File: src/common/tcdm_pkg.sv
// Widths, depths, request and response words, burst command and FIFO flags
package tcdm_pkg;

  localparam int unsigned ADDR_W     = 10;                  // Word address into one bank
  localparam int unsigned DATA_W     = 32;                  // Bus and memory word width
  localparam int unsigned BE_W       = DATA_W / 8;          // One enable per byte lane
  localparam int unsigned USER_W     = 4;                   // Tag echoed back by the bank
  localparam int unsigned MEM_WORDS  = 1 << ADDR_W;         // Bank holds 1024 words
  localparam int unsigned FIFO_DEPTH = 8;                   // Entries in each direction
  localparam int unsigned LEN_W      = 8;                   // Burst length field, 0 means 1 word
  localparam int unsigned PTR_W      = $clog2(FIFO_DEPTH);  // Read and write pointer width
  localparam int unsigned CNT_W      = $clog2(FIFO_DEPTH + 1); // Occupancy must reach FIFO_DEPTH

  // Outgoing request, one word per transfer
  typedef struct packed {
    logic [ADDR_W-1:0] addr;   // Word address
    logic [DATA_W-1:0] wdata;  // Only meaningful for writes
    logic [BE_W-1:0]   be;     // Byte enables for writes
    logic              we;     // High for a write, low for a read
    logic [USER_W-1:0] user;   // Returned with read data
  } tcdm_req_t;

  // Returning read word
  typedef struct packed {
    logic [DATA_W-1:0] rdata;  // Read data
    logic [USER_W-1:0] ruser;  // Copy of the request user field
  } tcdm_rsp_t;

  // Burst command taken by the generator on start
  typedef struct packed {
    logic [ADDR_W-1:0] base;   // First word address
    logic [LEN_W-1:0]  len;    // Number of words minus one
    logic              we;     // Write burst when high
    logic [DATA_W-1:0] seed;   // Write data of word i is seed plus i
    logic [USER_W-1:0] user;   // Tag put on every request of the burst
  } acc_cmd_t;

  // Status of one FIFO
  typedef struct packed {
    logic empty;  // No entry stored
    logic full;   // FIFO_DEPTH entries stored
  } fifo_flags_t;

  localparam int unsigned REQ_W = $bits(tcdm_req_t);  // Width of the request FIFO
  localparam int unsigned RSP_W = $bits(tcdm_rsp_t);  // Width of the response FIFO

endpackage
File: src/hdl/tcdm_access_gen.sv
// Burst request generator with a running checksum of returned read data
`timescale 1ns/1ps

module tcdm_access_gen (
  input  logic                  clk_i,
  input  logic                  rst_ni,
  input  logic                  clear_i,       // Back to idle with a zero checksum
  input  logic                  start_i,       // One-cycle strobe with cmd_i
  input  tcdm_pkg::acc_cmd_t    cmd_i,
  input  logic                  hold_i,        // Refuse responses while high
  output logic                  busy_o,
  output logic                  done_o,        // Pulse after the last counted event
  output logic [tcdm_pkg::DATA_W-1:0] checksum_o,
  output tcdm_pkg::tcdm_req_t   mem_req_o,
  output logic                  mem_valid_o,
  input  logic                  mem_gnt_i,
  input  tcdm_pkg::tcdm_rsp_t   mem_rsp_i,
  input  logic                  mem_rvalid_i,
  output logic                  mem_rready_o
);
  import tcdm_pkg::*;

  acc_cmd_t          cmd_q;       // Command of the running burst
  logic              busy_q;
  logic              done_q;
  logic              issued_q;    // Every request of the burst has transferred
  logic [LEN_W-1:0]  idx_q;       // Index of the word being offered
  logic [LEN_W-1:0]  rcnt_q;      // Responses accepted so far
  logic [DATA_W-1:0] checksum_q;
  logic              req_xfer;
  logic              rsp_xfer;
  logic              last_issue;
  logic              last_rsp;
  logic              finish;

  assign busy_o     = busy_q;
  assign done_o     = done_q;
  assign checksum_o = checksum_q;

  // Word i goes to base plus i, which wraps at MEM_WORDS through the address width
  assign mem_req_o.addr  = cmd_q.base + ADDR_W'(idx_q);
  assign mem_req_o.wdata = cmd_q.seed + DATA_W'(idx_q);
  assign mem_req_o.be    = '1;                            // Full words only
  assign mem_req_o.we    = cmd_q.we;
  assign mem_req_o.user  = cmd_q.user;
  assign mem_valid_o     = busy_q & ~issued_q;            // Held until granted
  assign mem_rready_o    = busy_q & ~hold_i;

  assign req_xfer   = mem_valid_o & mem_gnt_i;
  assign rsp_xfer   = mem_rvalid_i & mem_rready_o;
  assign last_issue = (idx_q == cmd_q.len);
  assign last_rsp   = (rcnt_q == cmd_q.len);
  // Writes end on the last transfer, reads on the last accepted response
  assign finish     = busy_q & ((req_xfer & last_issue & cmd_q.we) |
                                (rsp_xfer & last_rsp & ~cmd_q.we));

  always_ff @(posedge clk_i) begin
    if (start_i && !busy_q) begin
      cmd_q <= cmd_i;                                     // Captured once per burst
    end
  end

  always_ff @(posedge clk_i or negedge rst_ni) begin
    if (!rst_ni) begin
      busy_q     <= 1'b0;
      done_q     <= 1'b0;
      issued_q   <= 1'b0;
      idx_q      <= '0;
      rcnt_q     <= '0;
      checksum_q <= '0;
    end else if (clear_i) begin
      busy_q     <= 1'b0;
      done_q     <= 1'b0;
      issued_q   <= 1'b0;
      idx_q      <= '0;
      rcnt_q     <= '0;
      checksum_q <= '0;
    end else begin
      done_q <= finish;                                   // Same cycle as busy falls
      if (start_i && !busy_q) begin
        busy_q     <= 1'b1;                               // First request offered next cycle
        issued_q   <= 1'b0;
        idx_q      <= '0;
        rcnt_q     <= '0;
        checksum_q <= '0;
      end else if (busy_q) begin
        if (req_xfer) begin
          if (last_issue) begin
            issued_q <= 1'b1;
          end else begin
            idx_q <= idx_q + 1'b1;
          end
        end
        if (rsp_xfer) begin
          checksum_q <= checksum_q + mem_rsp_i.rdata;     // Sum modulo 2 to the 32
          rcnt_q     <= rcnt_q + 1'b1;
        end
        if (finish) begin
          busy_q <= 1'b0;
        end
      end
    end
  end

  // A new command only arrives once the previous burst has finished
  a_no_start_busy : assert property (@(posedge clk_i) disable iff (!rst_ni)
    start_i |-> !busy_o);

  // Every response accepted belongs to the running burst
  a_rsp_user : assert property (@(posedge clk_i) disable iff (!rst_ni || clear_i)
    rsp_xfer |-> (mem_rsp_i.ruser == cmd_q.user));

endmodule

File: config.mk
export PLATFORM = sky130hd
export DESIGN_NAME = tcdm_access_gen
export DESIGN_NICKNAME = d
export VERILOG_FILES = /design/src/common/tcdm_pkg.sv /design/src/hdl/tcdm_access_gen.sv
export SDC_FILE = /design/constraint.sdc
export NUM_CORES = 1
export LEC_CHECK = 0
export BUFFER_PORTS_ARGS = -buffer_cell sky130_fd_sc_hd__buf_2
export CAP_MARGIN = 40
export CORE_MARGIN = 5
export CORE_UTILIZATION = 50
export CTS_CLUSTER_SIZE = 25
export DETAILED_ROUTE_END_ITERATION = 10
export PLACE_DENSITY = 0.77
export SYNTH_ARGS = -nofsm -noshare
export SYNTH_HDL_FRONTEND = slang
export SYNTH_SLANG_ARGS = --single-unit
File: constraint.sdc
create_clock -name clk_i -period 4.6 [get_ports clk_i]
set_input_delay 0.92 -clock clk_i [delete_from_list [all_inputs] [get_ports clk_i]]
set_output_delay 0.92 -clock clk_i [all_outputs]
set_load 0.02 [all_outputs]
Word level (Yosys, flattened, before mapping)
Index checks and enable logic that the tools add are counted. Widths: inputs -> output; s select.

Bitwise operators: 13. Muxes and demuxes: 23. Equal/unequal tests: 3. $add $sub $neg: 5. Reduce and logical (&&, ||, !) cells: 9.

Operators by type and width (number): $mux 32 (4); $mux 8 (9); $add 32x32->32 (1); $add 32x8->32 (1); $add 8x1->8 const B (2); $eq 8x8->1 (2); $reduce_bool 3->1 (4); $add 10x8->10 (1); $mux 1 (10); $and 1x1->1 (9); $reduce_and 3->1 (2); $ne 3x2->1 const B (1); $not 1->1 (3); $reduce_and 2->1 (1); $logic_and 1x1->1 (1); $logic_not 1->1 (1); $or 1x1->1 (1).

Register bits: 106. Output and inout bits: 87. Logic and storage cells: 64.

Logic depth before layout (Yosys ltp)
Word-level depth: 11. Depth in mapped cells: 12. Mapped depth without buffers: 12.

Worst setup path before layout
Ideal clock, no wire load.

Kind: input to register. Start: in start_i. End: reg checksum_q[31], in the netlist checksum_o[31]. Buffers on the path: 0. Required time: 4.471 ns. Path slack: 0.094 ns. Stages on the path: 7. Data arrival time: 4.378 ns. Cell sequence: nor2b_1 -> nor2_1 -> nand2_1 -> nor3_1 -> o21ba_2 -> a21oi_1 -> nand3_1.

Word-level cells in the longest chain between the ends: 3.

Ends and longest elaborated chain: start, declared (RTL line tcdm_access_gen.sv:8) `input logic start_i,`; $logic_and 1x1->1 * (RTL line tcdm_access_gen.sv:80) `if (start_i && !busy_q) begin`; $reduce_bool 3->1 (no line) / $mux 32 (equally long branches); $reduce_and 2->1 (no line) / $mux 32 (equally long branches); end signal, assigned (RTL line tcdm_access_gen.sv:95) `checksum_q <= checksum_q + mem_rsp_i.rdata;`; end, declared (RTL line tcdm_access_gen.sv:29) `logic [DATA_W-1:0] checksum_q;`.

Every way passes the cells marked *; elsewhere a longest branch is shown, timed or not. A chain may end at the register's enable or synchronous reset.

==> results.txt <==
Worst hold slack = 0.504 ns
Cell type contributing the most total cell area after synthesis = edfxtp_1
Kind of critical path = reg -> out
Final number of setup-violating endpoints = 0
Source-to-sink clock delay at the later pin of the worst-skew pair = 0.35 ns
Vertical die dimension = 125 um
Pwr dens = 272 nW/um^2
Final Hold Fails = 0
Average detailed-routed wire length per instance = 15.7 um
Syn Inst Count = 675
Number of distinct standard cells referenced by the synthesized netlist = 58
Net count reported at finish = 995
Ys async rst share = 48.1%
Met3 routed WL = 843 um
Crit path DAT = 3.19 ns
Number of ports placed on the die boundary = 185
Post-route cell area = 8010 sq um
Cell family with the largest share of critical-path delay = simple AND/OR/NAND/NOR gates
Worst slew pin tran = 0.732 ns
CP Launch Type = flop
Buffers added on ports = 176
Horiz. Die Dim = 125 um
Detail Route Antenna Nets = 0
Count of state elements after synthesis = 106
Clock period minus worst slack = 4.11 ns
Final GP Congestion = 0.848
Total wirelength of the detailed-routed design = 16.1 mm
Remaining max-slew budget at the tightest pin = 51.2%
Synth top area share = 24.8%
# hold bufs at CTS = 0
Initial DRC Count = 305
Cell count of the worst reg-to-reg path = 12
Clock Path Buffers = 2
Congestion Overflow GR = 0
Reg clk slew, reported paths = 0.08 ns
Post-synthesis instance area = 6650 sq um
Count of filler cells inserted in the layout = 1138
# clock sinks = 106
Setup Skew = 0.00538 ns
GR Util All Layers = 20.3%
Run status = finished clean
Initial cell density of the core = 50.6%
CTS resizes = 0
Total area of multi-input combinational cells = 3510 sq um
Die area = 15700 sq um
Mean post-synth cell area = 9.85 sq um
Number of global-route vias before repair = 5421
Maximum number of pins on one net before global-route repair = 57
Detailed placement HPWL = 12.3 mm
Detailed-routed wire length on met2 = 7.75 mm
Finished Layout Cells = 1027
Biggest area contributors in the synthesized netlist = edfxtp_1 (25%), dfrtp_1 (19%), ha_1 (9.2%)
Initial antenna violation count = 1
Smallest setup slack after layout = 0.492 ns
WP data required = 3.68 ns
Worst slack, placed = 0.880 ns
Critical path endpoint category = primary output
Footprint of the flip-flops and latches = 2930 sq um
Routed length on met1 = 7.13 mm
Cells along the critical path = ha_1, a21o_1, a21oi_1, o21bai_1, a21oi_1, nor2b_1, o41a_1, or3b_1, nor3_1, xor2_1, buf_2
Clock tree from TritonCTS = done
TritonRoute pass-1 iters = 5
Critical Path End = mem_req_o[40]
Detail-routed via count per cell = 5.37
Placement row count = 42
Commonest non-fill, non-tap cell in the layout = buf_2
Remaining routing DRC violations = 0
CP Max Fanout = 8
Critical Path Max Stage Delay = 0.48 ns
Achievable clock frequency = 0.243 GHz
Synth-to-Final Area Change = 20.4%
Endpoint of the most critical register-to-register path = checksum_o[28]
Period utilization = 89.3%
Setup total negative slack = 0 ns
Stages on the worst setup path = 11
Count of flip-flops with a built-in enable after synthesis = 55
Cell type with the highest occurrence count on the critical path = a21oi_1
Most frequent cells in the layout = buf_2 (176), nand2_1 (85), a21oi_1 (69)
Total via count in the routed design = 5511
Critical path startpoint = idx_q[1]
Setup Buffers After CTS = 0
CP bufs+invs = 1
Uppermost signal routing layer after detailed routing = met4
Worst r2r src = checksum_o[0]
First-pass GRT wire length = 26.2 mm
Cells after DPL = 1010
Number of buffers inserted during clock tree synthesis = 9
Fraction of layout cells with a size suffix above 1 = 24.8%
Core ar. = 13100 sq um
Setup repair after global routing missed its margin = false
Worst supply voltage drop on vdd = 152 uV
Kind of path behind the tightest hold check = reg -> reg
Leakage power = 3.72 nW
Number of H-tree branching levels = 3
Clock root buffer master = clkbuf_16
Most used flip-flop cell after synthesis = edfxtp_1
Portion of the post-synthesis area used by sequential elements = 44.0%
Reg2reg setup slack = 1.55 ns
Instance area after placement = 7700 sq um
Cell with the biggest individual delay on the critical path = dfrtp_1
Warnings, synthesis = 0
MaxCap Viol Count = 0
Max-slew violations = 0
[power breakdown]
part	total (mW)	switching, mW	internal (mW)
clock	0.803	0.371	0.432
combinational	0.311	0.191	0.120
sequential	1.06	0.0241	1.04
[state kept, by name, summed over array words and instances (netlist names)]
name,cells
idx_q,8
rcnt_q,8
busy_o,1
issued_q,1
done_o,1
checksum_o,32
cmd_q,50
mem_req_o,5
[cell families (layout without fill, tap and decap cells)]
logic type	after synthesis	in the layout	share of synthesized area (%)
mux	1	1	0.151
fa+ha+maj	52	52	10.1
compound gates	154	154	15.3
buf+inv	51	223	3.44
other cells	1	5	0.0564
flops	106	106	44.0
xor+xnor	86	86	11.3
simple gates	224	224	15.6
[cell usage after synthesis, drive strengths merged (6+ instances only)]
cell     n
a211oi   6
a21o    14
a21oi   71
and3    14
buf     12
clkbuf  14
dfrtp   51
edfxtp  55
ha      49
inv     25
nand2   85
nand2b   7
nand3   23
nand4    7
nor2    54
nor2b    8
nor3     9
o21ai   20
o21bai  10
xnor2   51
xor2    35
[final cells by class]
cell class	instances	area share, %
Tap cell	176	2.75
Multi-Input combinational cell	521	43.8
Inverter	25	1.17
Clock inverter	7	1.00
Antenna cell	1	0.0313
Sequential cell	106	36.6
Timing Repair Buffer	182	11.8
Clock buffer	9	2.81
[stage by stage]
stage	power, mW	utilization (%)
after floorplan	1.28	-
after global placement	1.38	58.4
after detailed placement	1.40	58.6
after CTS	2.20	60.9
after global routing	2.27	60.9
final	2.18	60.9
[metal layers]
metal  vias up  track usage [%]
met5         -                0
met4         0             7.78
met1      2581             27.3
met2       172             33.3
met3        24             3.07
li1       2734                -
[worst min-delay path by stage]
stage,start,endpoint,slack (ns),cells after the start
global route,checksum_o[27],checksum_o[27],0.53,1
finish,checksum_o[27],checksum_o[27],0.50,1
floorplan,issued_q,issued_q,0.47,2
detailed placement,checksum_o[27],checksum_o[27],0.49,1
CTS,checksum_o[27],checksum_o[27],0.51,1
global placement,issued_q,issued_q,0.48,2
(Power assumes the default switching activity.)
