`config.mk`:
```
export PLATFORM = sky130hd
export DESIGN_NAME = tcdm_core_fifo
export DESIGN_NICKNAME = d
export VERILOG_FILES = /design/src/common/tcdm_pkg.sv /design/src/tcdm_core_fifo/tcdm_core_fifo.sv /design/src/hdl/stream_fifo.sv
export SDC_FILE = /design/constraint.sdc
export NUM_CORES = 1
export LEC_CHECK = 0
export BUFFER_PORTS_ARGS = -buffer_cell sky130_fd_sc_hd__clkbuf_2
export CAP_MARGIN = 20
export CORE_AREA = 2 2 263 265
export CTS_CLUSTER_DIAMETER = 100
export DETAILED_ROUTE_END_ITERATION = 10
export DIE_AREA = 0 0 265 267
export GPL_ROUTABILITY_DRIVEN = 0
export GPL_TIMING_DRIVEN = 1
export PLACE_DENSITY = 0.59
export SLEW_MARGIN = 20
export SYNTH_ARGS = -nofsm -noshare
export SYNTH_HDL_FRONTEND = slang
export SYNTH_SLANG_ARGS = --single-unit
```
`constraint.sdc`:
```
create_clock -name clk_i -period 6.4 [get_ports clk_i]
set_clock_uncertainty 0.1 [all_clocks]
set_input_delay 0.96 -clock clk_i [delete_from_list [all_inputs] [get_ports clk_i]]
set_output_delay 0.96 -clock clk_i [all_outputs]
set_load 0.02 [all_outputs]
```
`src/common/tcdm_pkg.sv`:
```
// Widths, depths, request and response words, burst command and FIFO flags
package tcdm_pkg;

  localparam int unsigned ADDR_W     = 10;                  // Word address into one bank
  localparam int unsigned DATA_W     = 32;                  // Bus and memory word width
  localparam int unsigned BE_W       = DATA_W / 8;          // One enable per byte lane
  localparam int unsigned USER_W     = 4;                   // Tag echoed back by the bank
  localparam int unsigned MEM_WORDS  = 1 << ADDR_W;         // Bank holds 1024 words
  localparam int unsigned FIFO_DEPTH = 8;                   // Entries in each direction
  localparam int unsigned LEN_W      = 8;                   // Burst length field, 0 means 1 word
  localparam int unsigned PTR_W      = $clog2(FIFO_DEPTH);  // Read and write pointer width
  localparam int unsigned CNT_W      = $clog2(FIFO_DEPTH + 1); // Occupancy must reach FIFO_DEPTH

  // Outgoing request, one word per transfer
  typedef struct packed {
    logic [ADDR_W-1:0] addr;   // Word address
    logic [DATA_W-1:0] wdata;  // Only meaningful for writes
    logic [BE_W-1:0]   be;     // Byte enables for writes
    logic              we;     // High for a write, low for a read
    logic [USER_W-1:0] user;   // Returned with read data
  } tcdm_req_t;

  // Returning read word
  typedef struct packed {
    logic [DATA_W-1:0] rdata;  // Read data
    logic [USER_W-1:0] ruser;  // Copy of the request user field
  } tcdm_rsp_t;

  // Burst command taken by the generator on start
  typedef struct packed {
    logic [ADDR_W-1:0] base;   // First word address
    logic [LEN_W-1:0]  len;    // Number of words minus one
    logic              we;     // Write burst when high
    logic [DATA_W-1:0] seed;   // Write data of word i is seed plus i
    logic [USER_W-1:0] user;   // Tag put on every request of the burst
  } acc_cmd_t;

  // Status of one FIFO
  typedef struct packed {
    logic empty;  // No entry stored
    logic full;   // FIFO_DEPTH entries stored
  } fifo_flags_t;

  localparam int unsigned REQ_W = $bits(tcdm_req_t);  // Width of the request FIFO
  localparam int unsigned RSP_W = $bits(tcdm_rsp_t);  // Width of the response FIFO

endpackage
```
`src/tcdm_core_fifo/tcdm_core_fifo.sv`:
```
// Two-direction request/response decoupling FIFO with a response skid register
`timescale 1ns/1ps

module tcdm_core_fifo (
  input  logic                clk_i,
  input  logic                rst_ni,
  input  logic                clear_i,       // Flushes both queues and the skid register
  input  tcdm_pkg::tcdm_req_t tgt_req_i,     // Request word from the generator
  input  logic                tgt_valid_i,   // Generator req
  output logic                tgt_gnt_o,     // Request FIFO has room
  output tcdm_pkg::tcdm_rsp_t tgt_rsp_o,     // Response word towards the generator
  output logic                tgt_rvalid_o,
  input  logic                tgt_rready_i,  // External back-pressure on responses
  output tcdm_pkg::tcdm_req_t ini_req_o,     // Request word towards the bank
  output logic                ini_valid_o,   // Bank req
  input  logic                ini_gnt_i,
  input  tcdm_pkg::tcdm_rsp_t ini_rsp_i,     // Read data from the bank
  input  logic                ini_rvalid_i,  // Bank ignores ready, so this cannot stall
  output logic                empty_o
);
  import tcdm_pkg::*;

  fifo_flags_t      req_flags;
  fifo_flags_t      rsp_flags;
  logic [REQ_W-1:0] req_pop_data;
  logic             req_pop_valid;
  logic [RSP_W-1:0] rsp_pop_data;
  logic [RSP_W-1:0] rsp_push_data;
  logic             rsp_push_valid;
  logic             rsp_push_ready;
  logic             skid_valid_q;            // Skid register holds a response
  tcdm_rsp_t        skid_rsp_q;              // Response that could not be pushed
  logic             skid_load;

  // Outgoing direction with req and gnt mapped to push valid and ready
  stream_fifo #(
    .DATA_WIDTH ( REQ_W )
  ) i_req_fifo (
    .clk_i        ( clk_i         ),
    .rst_ni       ( rst_ni        ),
    .clear_i      ( clear_i       ),
    .push_data_i  ( tgt_req_i     ),
    .push_valid_i ( tgt_valid_i   ),
    .push_ready_o ( tgt_gnt_o     ),
    .pop_data_o   ( req_pop_data  ),
    .pop_valid_o  ( req_pop_valid ),
    .pop_ready_i  ( ini_gnt_i     ),  // Bank grants only a raised req
    .flags_o      ( req_flags     )
  );

  assign ini_req_o   = req_pop_data;
  // No request leaves unless its response has a slot, and none during a flush
  assign ini_valid_o = req_pop_valid & ~rsp_flags.full & ~clear_i;

  // A held response goes first, and a new arrival then waits in the skid slot
  assign rsp_push_valid = skid_valid_q | ini_rvalid_i;
  assign rsp_push_data  = skid_valid_q ? skid_rsp_q : ini_rsp_i;

  // Catch a new response that cannot enter the FIFO this cycle
  assign skid_load = ini_rvalid_i & (skid_valid_q | ~rsp_push_ready);

  always_ff @(posedge clk_i or negedge rst_ni) begin
    if (!rst_ni) begin
      skid_valid_q <= 1'b0;
    end else if (clear_i) begin
      skid_valid_q <= 1'b0;
    end else if (skid_load) begin
      skid_valid_q <= 1'b1;                  // Overwrites an unpushed entry like the reference
    end else if (rsp_push_ready) begin
      skid_valid_q <= 1'b0;                  // Held entry went into the FIFO
    end
  end

  always_ff @(posedge clk_i) begin
    if (skid_load) begin
      skid_rsp_q <= ini_rsp_i;
    end
  end

  // Incoming direction towards the generator
  stream_fifo #(
    .DATA_WIDTH ( RSP_W )
  ) i_rsp_fifo (
    .clk_i        ( clk_i          ),
    .rst_ni       ( rst_ni         ),
    .clear_i      ( clear_i        ),
    .push_data_i  ( rsp_push_data  ),
    .push_valid_i ( rsp_push_valid ),
    .push_ready_o ( rsp_push_ready ),
    .pop_data_o   ( rsp_pop_data   ),
    .pop_valid_o  ( tgt_rvalid_o   ),
    .pop_ready_i  ( tgt_rready_i   ),
    .flags_o      ( rsp_flags      )
  );

  assign tgt_rsp_o = rsp_pop_data;
  assign empty_o   = req_flags.empty & rsp_flags.empty;  // Both directions drained

  // The bank must never grant a request that this side did not raise
  a_gnt_needs_req : assert property (@(posedge clk_i) disable iff (!rst_ni)
    ini_gnt_i |-> ini_valid_o);

endmodule

```
`src/hdl/stream_fifo.sv`:
```
// Generic valid/ready circular buffer FIFO with empty and full flags
`timescale 1ns/1ps

module stream_fifo #(
  parameter int unsigned DATA_WIDTH = 32
) (
  input  logic                  clk_i,
  input  logic                  rst_ni,
  input  logic                  clear_i,        // Synchronous flush of all entries
  input  logic [DATA_WIDTH-1:0] push_data_i,
  input  logic                  push_valid_i,
  output logic                  push_ready_o,
  output logic [DATA_WIDTH-1:0] pop_data_o,
  output logic                  pop_valid_o,
  input  logic                  pop_ready_i,
  output tcdm_pkg::fifo_flags_t flags_o
);
  import tcdm_pkg::*;

  logic [DATA_WIDTH-1:0] mem_q [FIFO_DEPTH];  // Entry storage
  logic [PTR_W-1:0]      wr_ptr_q;            // Next slot to write
  logic [PTR_W-1:0]      rd_ptr_q;            // Oldest stored slot
  logic [CNT_W-1:0]      count_q;             // Number of stored entries
  logic                  push;
  logic                  pop;

  assign flags_o.empty = (count_q == '0);
  assign flags_o.full  = (count_q == CNT_W'(FIFO_DEPTH));

  assign push_ready_o = ~flags_o.full;        // Room for one more word
  assign pop_valid_o  = ~flags_o.empty;       // Head entry is valid
  assign pop_data_o   = mem_q[rd_ptr_q];

  assign push = push_valid_i & push_ready_o;  // Word enters this cycle
  assign pop  = pop_valid_o & pop_ready_i;    // Head leaves this cycle

  always_ff @(posedge clk_i or negedge rst_ni) begin
    if (!rst_ni) begin
      wr_ptr_q <= '0;
      rd_ptr_q <= '0;
      count_q  <= '0;
    end else if (clear_i) begin               // Flush wins over any push or pop
      wr_ptr_q <= '0;
      rd_ptr_q <= '0;
      count_q  <= '0;
    end else begin
      if (push) begin
        wr_ptr_q <= (wr_ptr_q == PTR_W'(FIFO_DEPTH - 1)) ? '0 : wr_ptr_q + 1'b1;
      end
      if (pop) begin
        rd_ptr_q <= (rd_ptr_q == PTR_W'(FIFO_DEPTH - 1)) ? '0 : rd_ptr_q + 1'b1;
      end
      if (push && !pop) begin
        count_q <= count_q + 1'b1;            // Net gain of one entry
      end else if (pop && !push) begin
        count_q <= count_q - 1'b1;            // Net loss of one entry
      end
    end
  end

  always_ff @(posedge clk_i) begin
    if (push && !clear_i) begin
      mem_q[wr_ptr_q] <= push_data_i;         // Storage is written only on an accepted push
    end
  end

  // Occupancy never goes past the depth
  a_no_overflow : assert property (@(posedge clk_i) disable iff (!rst_ni)
    count_q <= CNT_W'(FIFO_DEPTH));

  // An empty FIFO can only gain one entry, so the count never wraps below zero
  a_no_underflow : assert property (@(posedge clk_i) disable iff (!rst_ni)
    (count_q == '0) |=> (count_q <= CNT_W'(1)));

  // A stalled head word stays put until it is taken
  a_pop_stable : assert property (@(posedge clk_i) disable iff (!rst_ni || clear_i)
    (pop_valid_o && !pop_ready_i) |=> (pop_valid_o && $stable(pop_data_o)));

endmodule

```
# Yosys cells after proc, flatten, opt, wreduce, memory -nomap -nowiden
# Memories as Yosys holds them, arrays and structs flattened.
# Index checks and enable logic that the tools add are counted.
# classes
n_lt_le_gt_ge	0
eq_ne	7
n_mux	26
n_reduce_logical	19
mul	0
n_addsub	8
bitwise_logic	15
shift	0
div_mod_pow	0
# op_table
cell	n
two-way mux 3 bit	12
two-way mux 36 bit	1
two-way mux 4 bit	6
adder 3 x 1 -> 3 bit, second input constant	4
equality test 3 bit, second input constant	4
adder 4 x 1 -> 4 bit, second input constant	2
AND 1 bit	8
equality test 4 bit, second input constant	2
zero test 4 bit	2
nonzero test 2 bit	4
subtractor 4 x 1 -> 4 bit, second input constant	2
two-way mux 1 bit	7
logical AND 1 bit	6
nonzero test 3 bit	2
zero test 1 bit	5
NOT 1 bit	5
inequality test 3 bit, second input constant	1
OR 1 bit	2
# totals
elab_cells	86
latchBits	0
output_inout_bits	91
romBits	0
n_memories	2
register_bits	57
input_bits	94
ramBits	696
# mem_list
memory	depth	width	rd	rd_ports_with_merged_regs	write_ports	line	rtl
i_req_fifo.mem_q	8	51	1	0	1	stream_fifo.sv:20	logic [DATA_WIDTH-1:0] mem_q [FIFO_DEPTH];
i_rsp_fifo.mem_q	8	36	1	0	1	stream_fifo.sv:20	

# Depth between registers and ports, before layout
# logic_depth
word_depth	8
depth_mapped	10
depth_no_buf	9

# Modules after synthesis
# Synthesis repeated with hierarchy kept, for this count alone.
# hier_totals
cells_unflattened	1263
hier_area_um2	29338.1
# modules_own_cells
mod	seq_area_each_um2	area_per_inst_um2	cells_per_inst	instances
stream_fifo (i_req_fifo)	12502.0	16173.0	678	1
stream_fifo (i_rsp_fifo)	8898.5	11556.1	500	1
tcdm_core_fifo	1106.1	1609.0	85	1

# Worst setup path after synthesis
# OpenSTA, ideal clock, no wires.
# synth_path
path_type	input-to-reg
start	input tgt_valid_i
end	memory i_req_fifo.mem_q[0][0] (netlist bit) (enable)
t_arrival_ps	5139
path_stages	5
setup_time_ps	523
required_time_ps	5777
path_slack_ps	639
cell_sequence	clkbuf_1 > inv_1 > nor3b_1 > nand2b_1 > nor3_1
# synth_via
elab_chain_cells	4
# synth_lines
item	line	rtl
from (decl)	tcdm_core_fifo.sv:9	input logic tgt_valid_i,
AND 1 bit	stream_fifo.sv:34	assign push = push_valid_i & push_ready_o;
logical AND 1 bit	stream_fifo.sv:62	if (push && !clear_i) begin
two-way mux 1 bit	stream_fifo.sv:62	
two-way mux 1 bit (not written as such)	stream_fifo.sv:63	mem_q[wr_ptr_q] <= push_data_i;
to (decl)	stream_fifo.sv:20	
# No other way between the ends.

==> impl_metrics.yaml <==
clock_tree:
  post_cts_buffers: 0
  cts_htree_levels: 3
  clk_latency_ns: 0.61
  cts_hold_buffers: 0
  cts_sinks: 753
  cts_tree: "done"
  clkTransAtPathRegs_ns: 0.06
  clock_path_buffers: 3
  cts-root-buf: "clkbuf_16"
  post_cts.resized_instances: 0
  tritoncts.num_buffers: 80
timing:
  relSlewSlack_pct: 32.1
  hold_viol_final: 0
  fin_crit_ns: 4.29
  timing.final.crit_share_pct: 67.0
  grt_setup_unrepaired: "false"
  slew_violations: 0
  tightest_slew_ns: 1.01
  setup_violations: 0
  tns_ns: 0
  clock.fmax_ghz: 0.233
finish:
  nNetsFinal: 1598
  area_growth_pct: 15.8
  antenna_cells: 0
  nFillCells: 5491
  seqCellArea_um2: 22500
  drive_gt1_share_pct: 42.1
  most-common-layout-cells: "732 x edfxtp_1, 184 x clkbuf_2, 174 x mux4_2, 123 x mux2_2, 82 x clkbuf_16"
  final_common_cell: "edfxtp_1"
  multi_input_area_um2: 6350
synth:
  async_flop_share_pct: 2.79
  synth_largest_area_cell: "edfxtp_1"
  synth_ff_type: "edfxtp_1"
  yosysWarnings: 0
  synth_cells: 1256
  synth_seq_cells: 753
  synth_top_area_share_pct: 75.7
  synth_cell_types: 50
  avgSynthCellArea_um2: 23.1
  yosys-top-cells-area: "edfxtp_1 76%, mux4_2 13%, mux2_2 4.8%, dfrtp_1 1.8%, ha_1 0.47%"
  syn-num-nets: 1363
  syn_area_um2: 29000
  seq_area_frac_synth_pct: 77.5
  synth_edf_count: 732
pwr:
  pwr-share-comb_pct: 18.2
  vdd_drop_max_uv: 279
  clkPwrFrac_pct: 34.8
  switchingPower_uw: 3210
  switching_share_pct: 25.8
  leakagePower_uw: 0.0108
  intPower_uw: 9230
  power_density_nw_per_um2: 370
  power.total_uw: 12400
  seqPwrFrac_pct: 47.0
setup_path:
  crit_arrival_ns: 3.23
  crit_path_end_kind: "output pin"
  crit_path_start_kind: "register"
  crit_fanout: 57
  worst_ep_required_time_ns: 5.34
  path_class: "reg2out"
drt:
  top_layer: "met5"
  met3_length_um: 2780
  vias: 13200
  vias_per_cell: 5.40
  dr_wl_met2_um: 29700
  drc: 0
  drt-initial-drc-count: 981
  wl_met1_um: 24400
  routedWlPerCell_um: 23.7
  drt_pass1_iterations: 5
  totalWireLength_um: 57800
  antenna_left: 0
placement:
  io_buffers: 184
  hpwl_um: 30700
floorplan:
  fp.coreArea_um2: 68000
  die_height_um: 267
  die-area_um2: 70800
  die_w_um: 265
  io_pins: 185
  start_util_pct: 42.7
  rows: 96
global_route:
  grt_max_degree: 58
  grt_pass1_wl_um: 87600
  grt_pass1_vias: 14300
  antenna_found_initial: 3
  grt_use_total_pct: 16.6
  gr-total-overflow: 0
worst_hold_path:
  hold_path.class: "in2async"
run:
  cap_violations: 0
status:
  status: "finished clean"
## logic make-up after synthesis
logic type | after synthesis | share of synthesized area (%)
fa+ha+maj | 13 | 0.612
flops | 753 | 77.5
simple gates | 81 | 1.45
xor+xnor | 5 | 0.151
compound gates | 35 | 0.879
buf+inv | 68 | 0.991
mux | 301 | 18.4
## area by class of cell
class / count / share of cell area (%)
Timing Repair Buffer: 212 / 3.40
Multi-Input combinational cell: 435 / 18.9
Clock buffer: 104 / 6.41
Inverter: 9 / 0.108
Tap cell: 882 / 3.28
Sequential cell: 753 / 67.0
Clock inverter: 40 / 0.927
## worst max-delay path, cell delays in order (launching register included)
cell,delay (ns)
dfrtp_4,0.97
buf_4,0.69
mux4_2,0.40
mux2_2,0.31
clkbuf_2,0.17
## through the flow
step / utilization [%] / cells / area [µm²] / hold WS, ns / setup slack (ns)
after detailed placement: 45.8 / 2291 / 31200 / 0.469 / 2.68
after CTS: 49.5 / 2435 / 33600 / 0.223 / 2.01
after global placement: 45.8 / 2291 / 31200 / 0.453 / 2.67
after global routing: 49.5 / 2435 / 33600 / 0.257 / 1.93
after floorplan: - / 1256 / 29000 / 0.433 / 0.639
final: 49.5 / 2435 / 33600 / 0.252 / 2.11
## flip-flops by register name (all words and copies together) (netlist names)
name                 count
i_rsp_fifo.mem_q       288
skid_valid_q             1
i_rsp_fifo.count_q       4
i_req_fifo.wr_ptr_q      3
i_rsp_fifo.wr_ptr_q      3
i_req_fifo.rd_ptr_q      3
i_rsp_fifo.rd_ptr_q      3
i_req_fifo.mem_q       408
i_req_fifo.count_q       4
skid_rsp_q              36
## per-layer routing
layer	GRT usage [%]	vias up
li1	-	5782
met1	21.6	7029
met2	28.6	260
met3	3.73	82
met4	3.91	6
met5	0	-
## synth_stat cells, drive strengths merged, types with 4 or more instances
| master | count |
|---|---|
| or3 | 4 |
| mux2i | 4 |
| inv | 9 |
| mux4 | 174 |
| nor2 | 23 |
| nand2 | 19 |
| buf | 26 |
| a21oi | 12 |
| nor3 | 12 |
| clkbuf | 33 |
| ha | 11 |
| edfxtp | 732 |
| mux2 | 123 |
| dfrtp | 21 |
| o21ai | 5 |
## path summary, 6_finish.rpt
check,from,end,slack (ns),cells after the start
setup / recovery,i_req_fifo.rd_ptr_q[1],ini_req_o[7],2.11,4
hold / removal,rst_ni,i_req_fifo.rd_ptr_q[0],0.25,1
setup reg to reg,skid_valid_q,i_rsp_fifo.mem_q[3][13],3.20,5
min in group clk_i,ini_rsp_i[15],skid_rsp_q[15],0.44,1
max in group asynchronous,rst_ni,i_rsp_fifo.rd_ptr_q[0],5.50,1
hold reg to reg,i_req_fifo.wr_ptr_q[1],i_req_fifo.wr_ptr_q[1],0.47,2
## power groups by stage
stage	clock [µW]	combinational [µW]	sequential (µW)
after floorplan	0	1770	5820
after global placement	0	2290	5950
after detailed placement	0	2310	5960
after CTS	4440	2320	5860
after global routing	4640	2460	5880
final	4330	2260	5850
(Power assumes the default switching activity.)
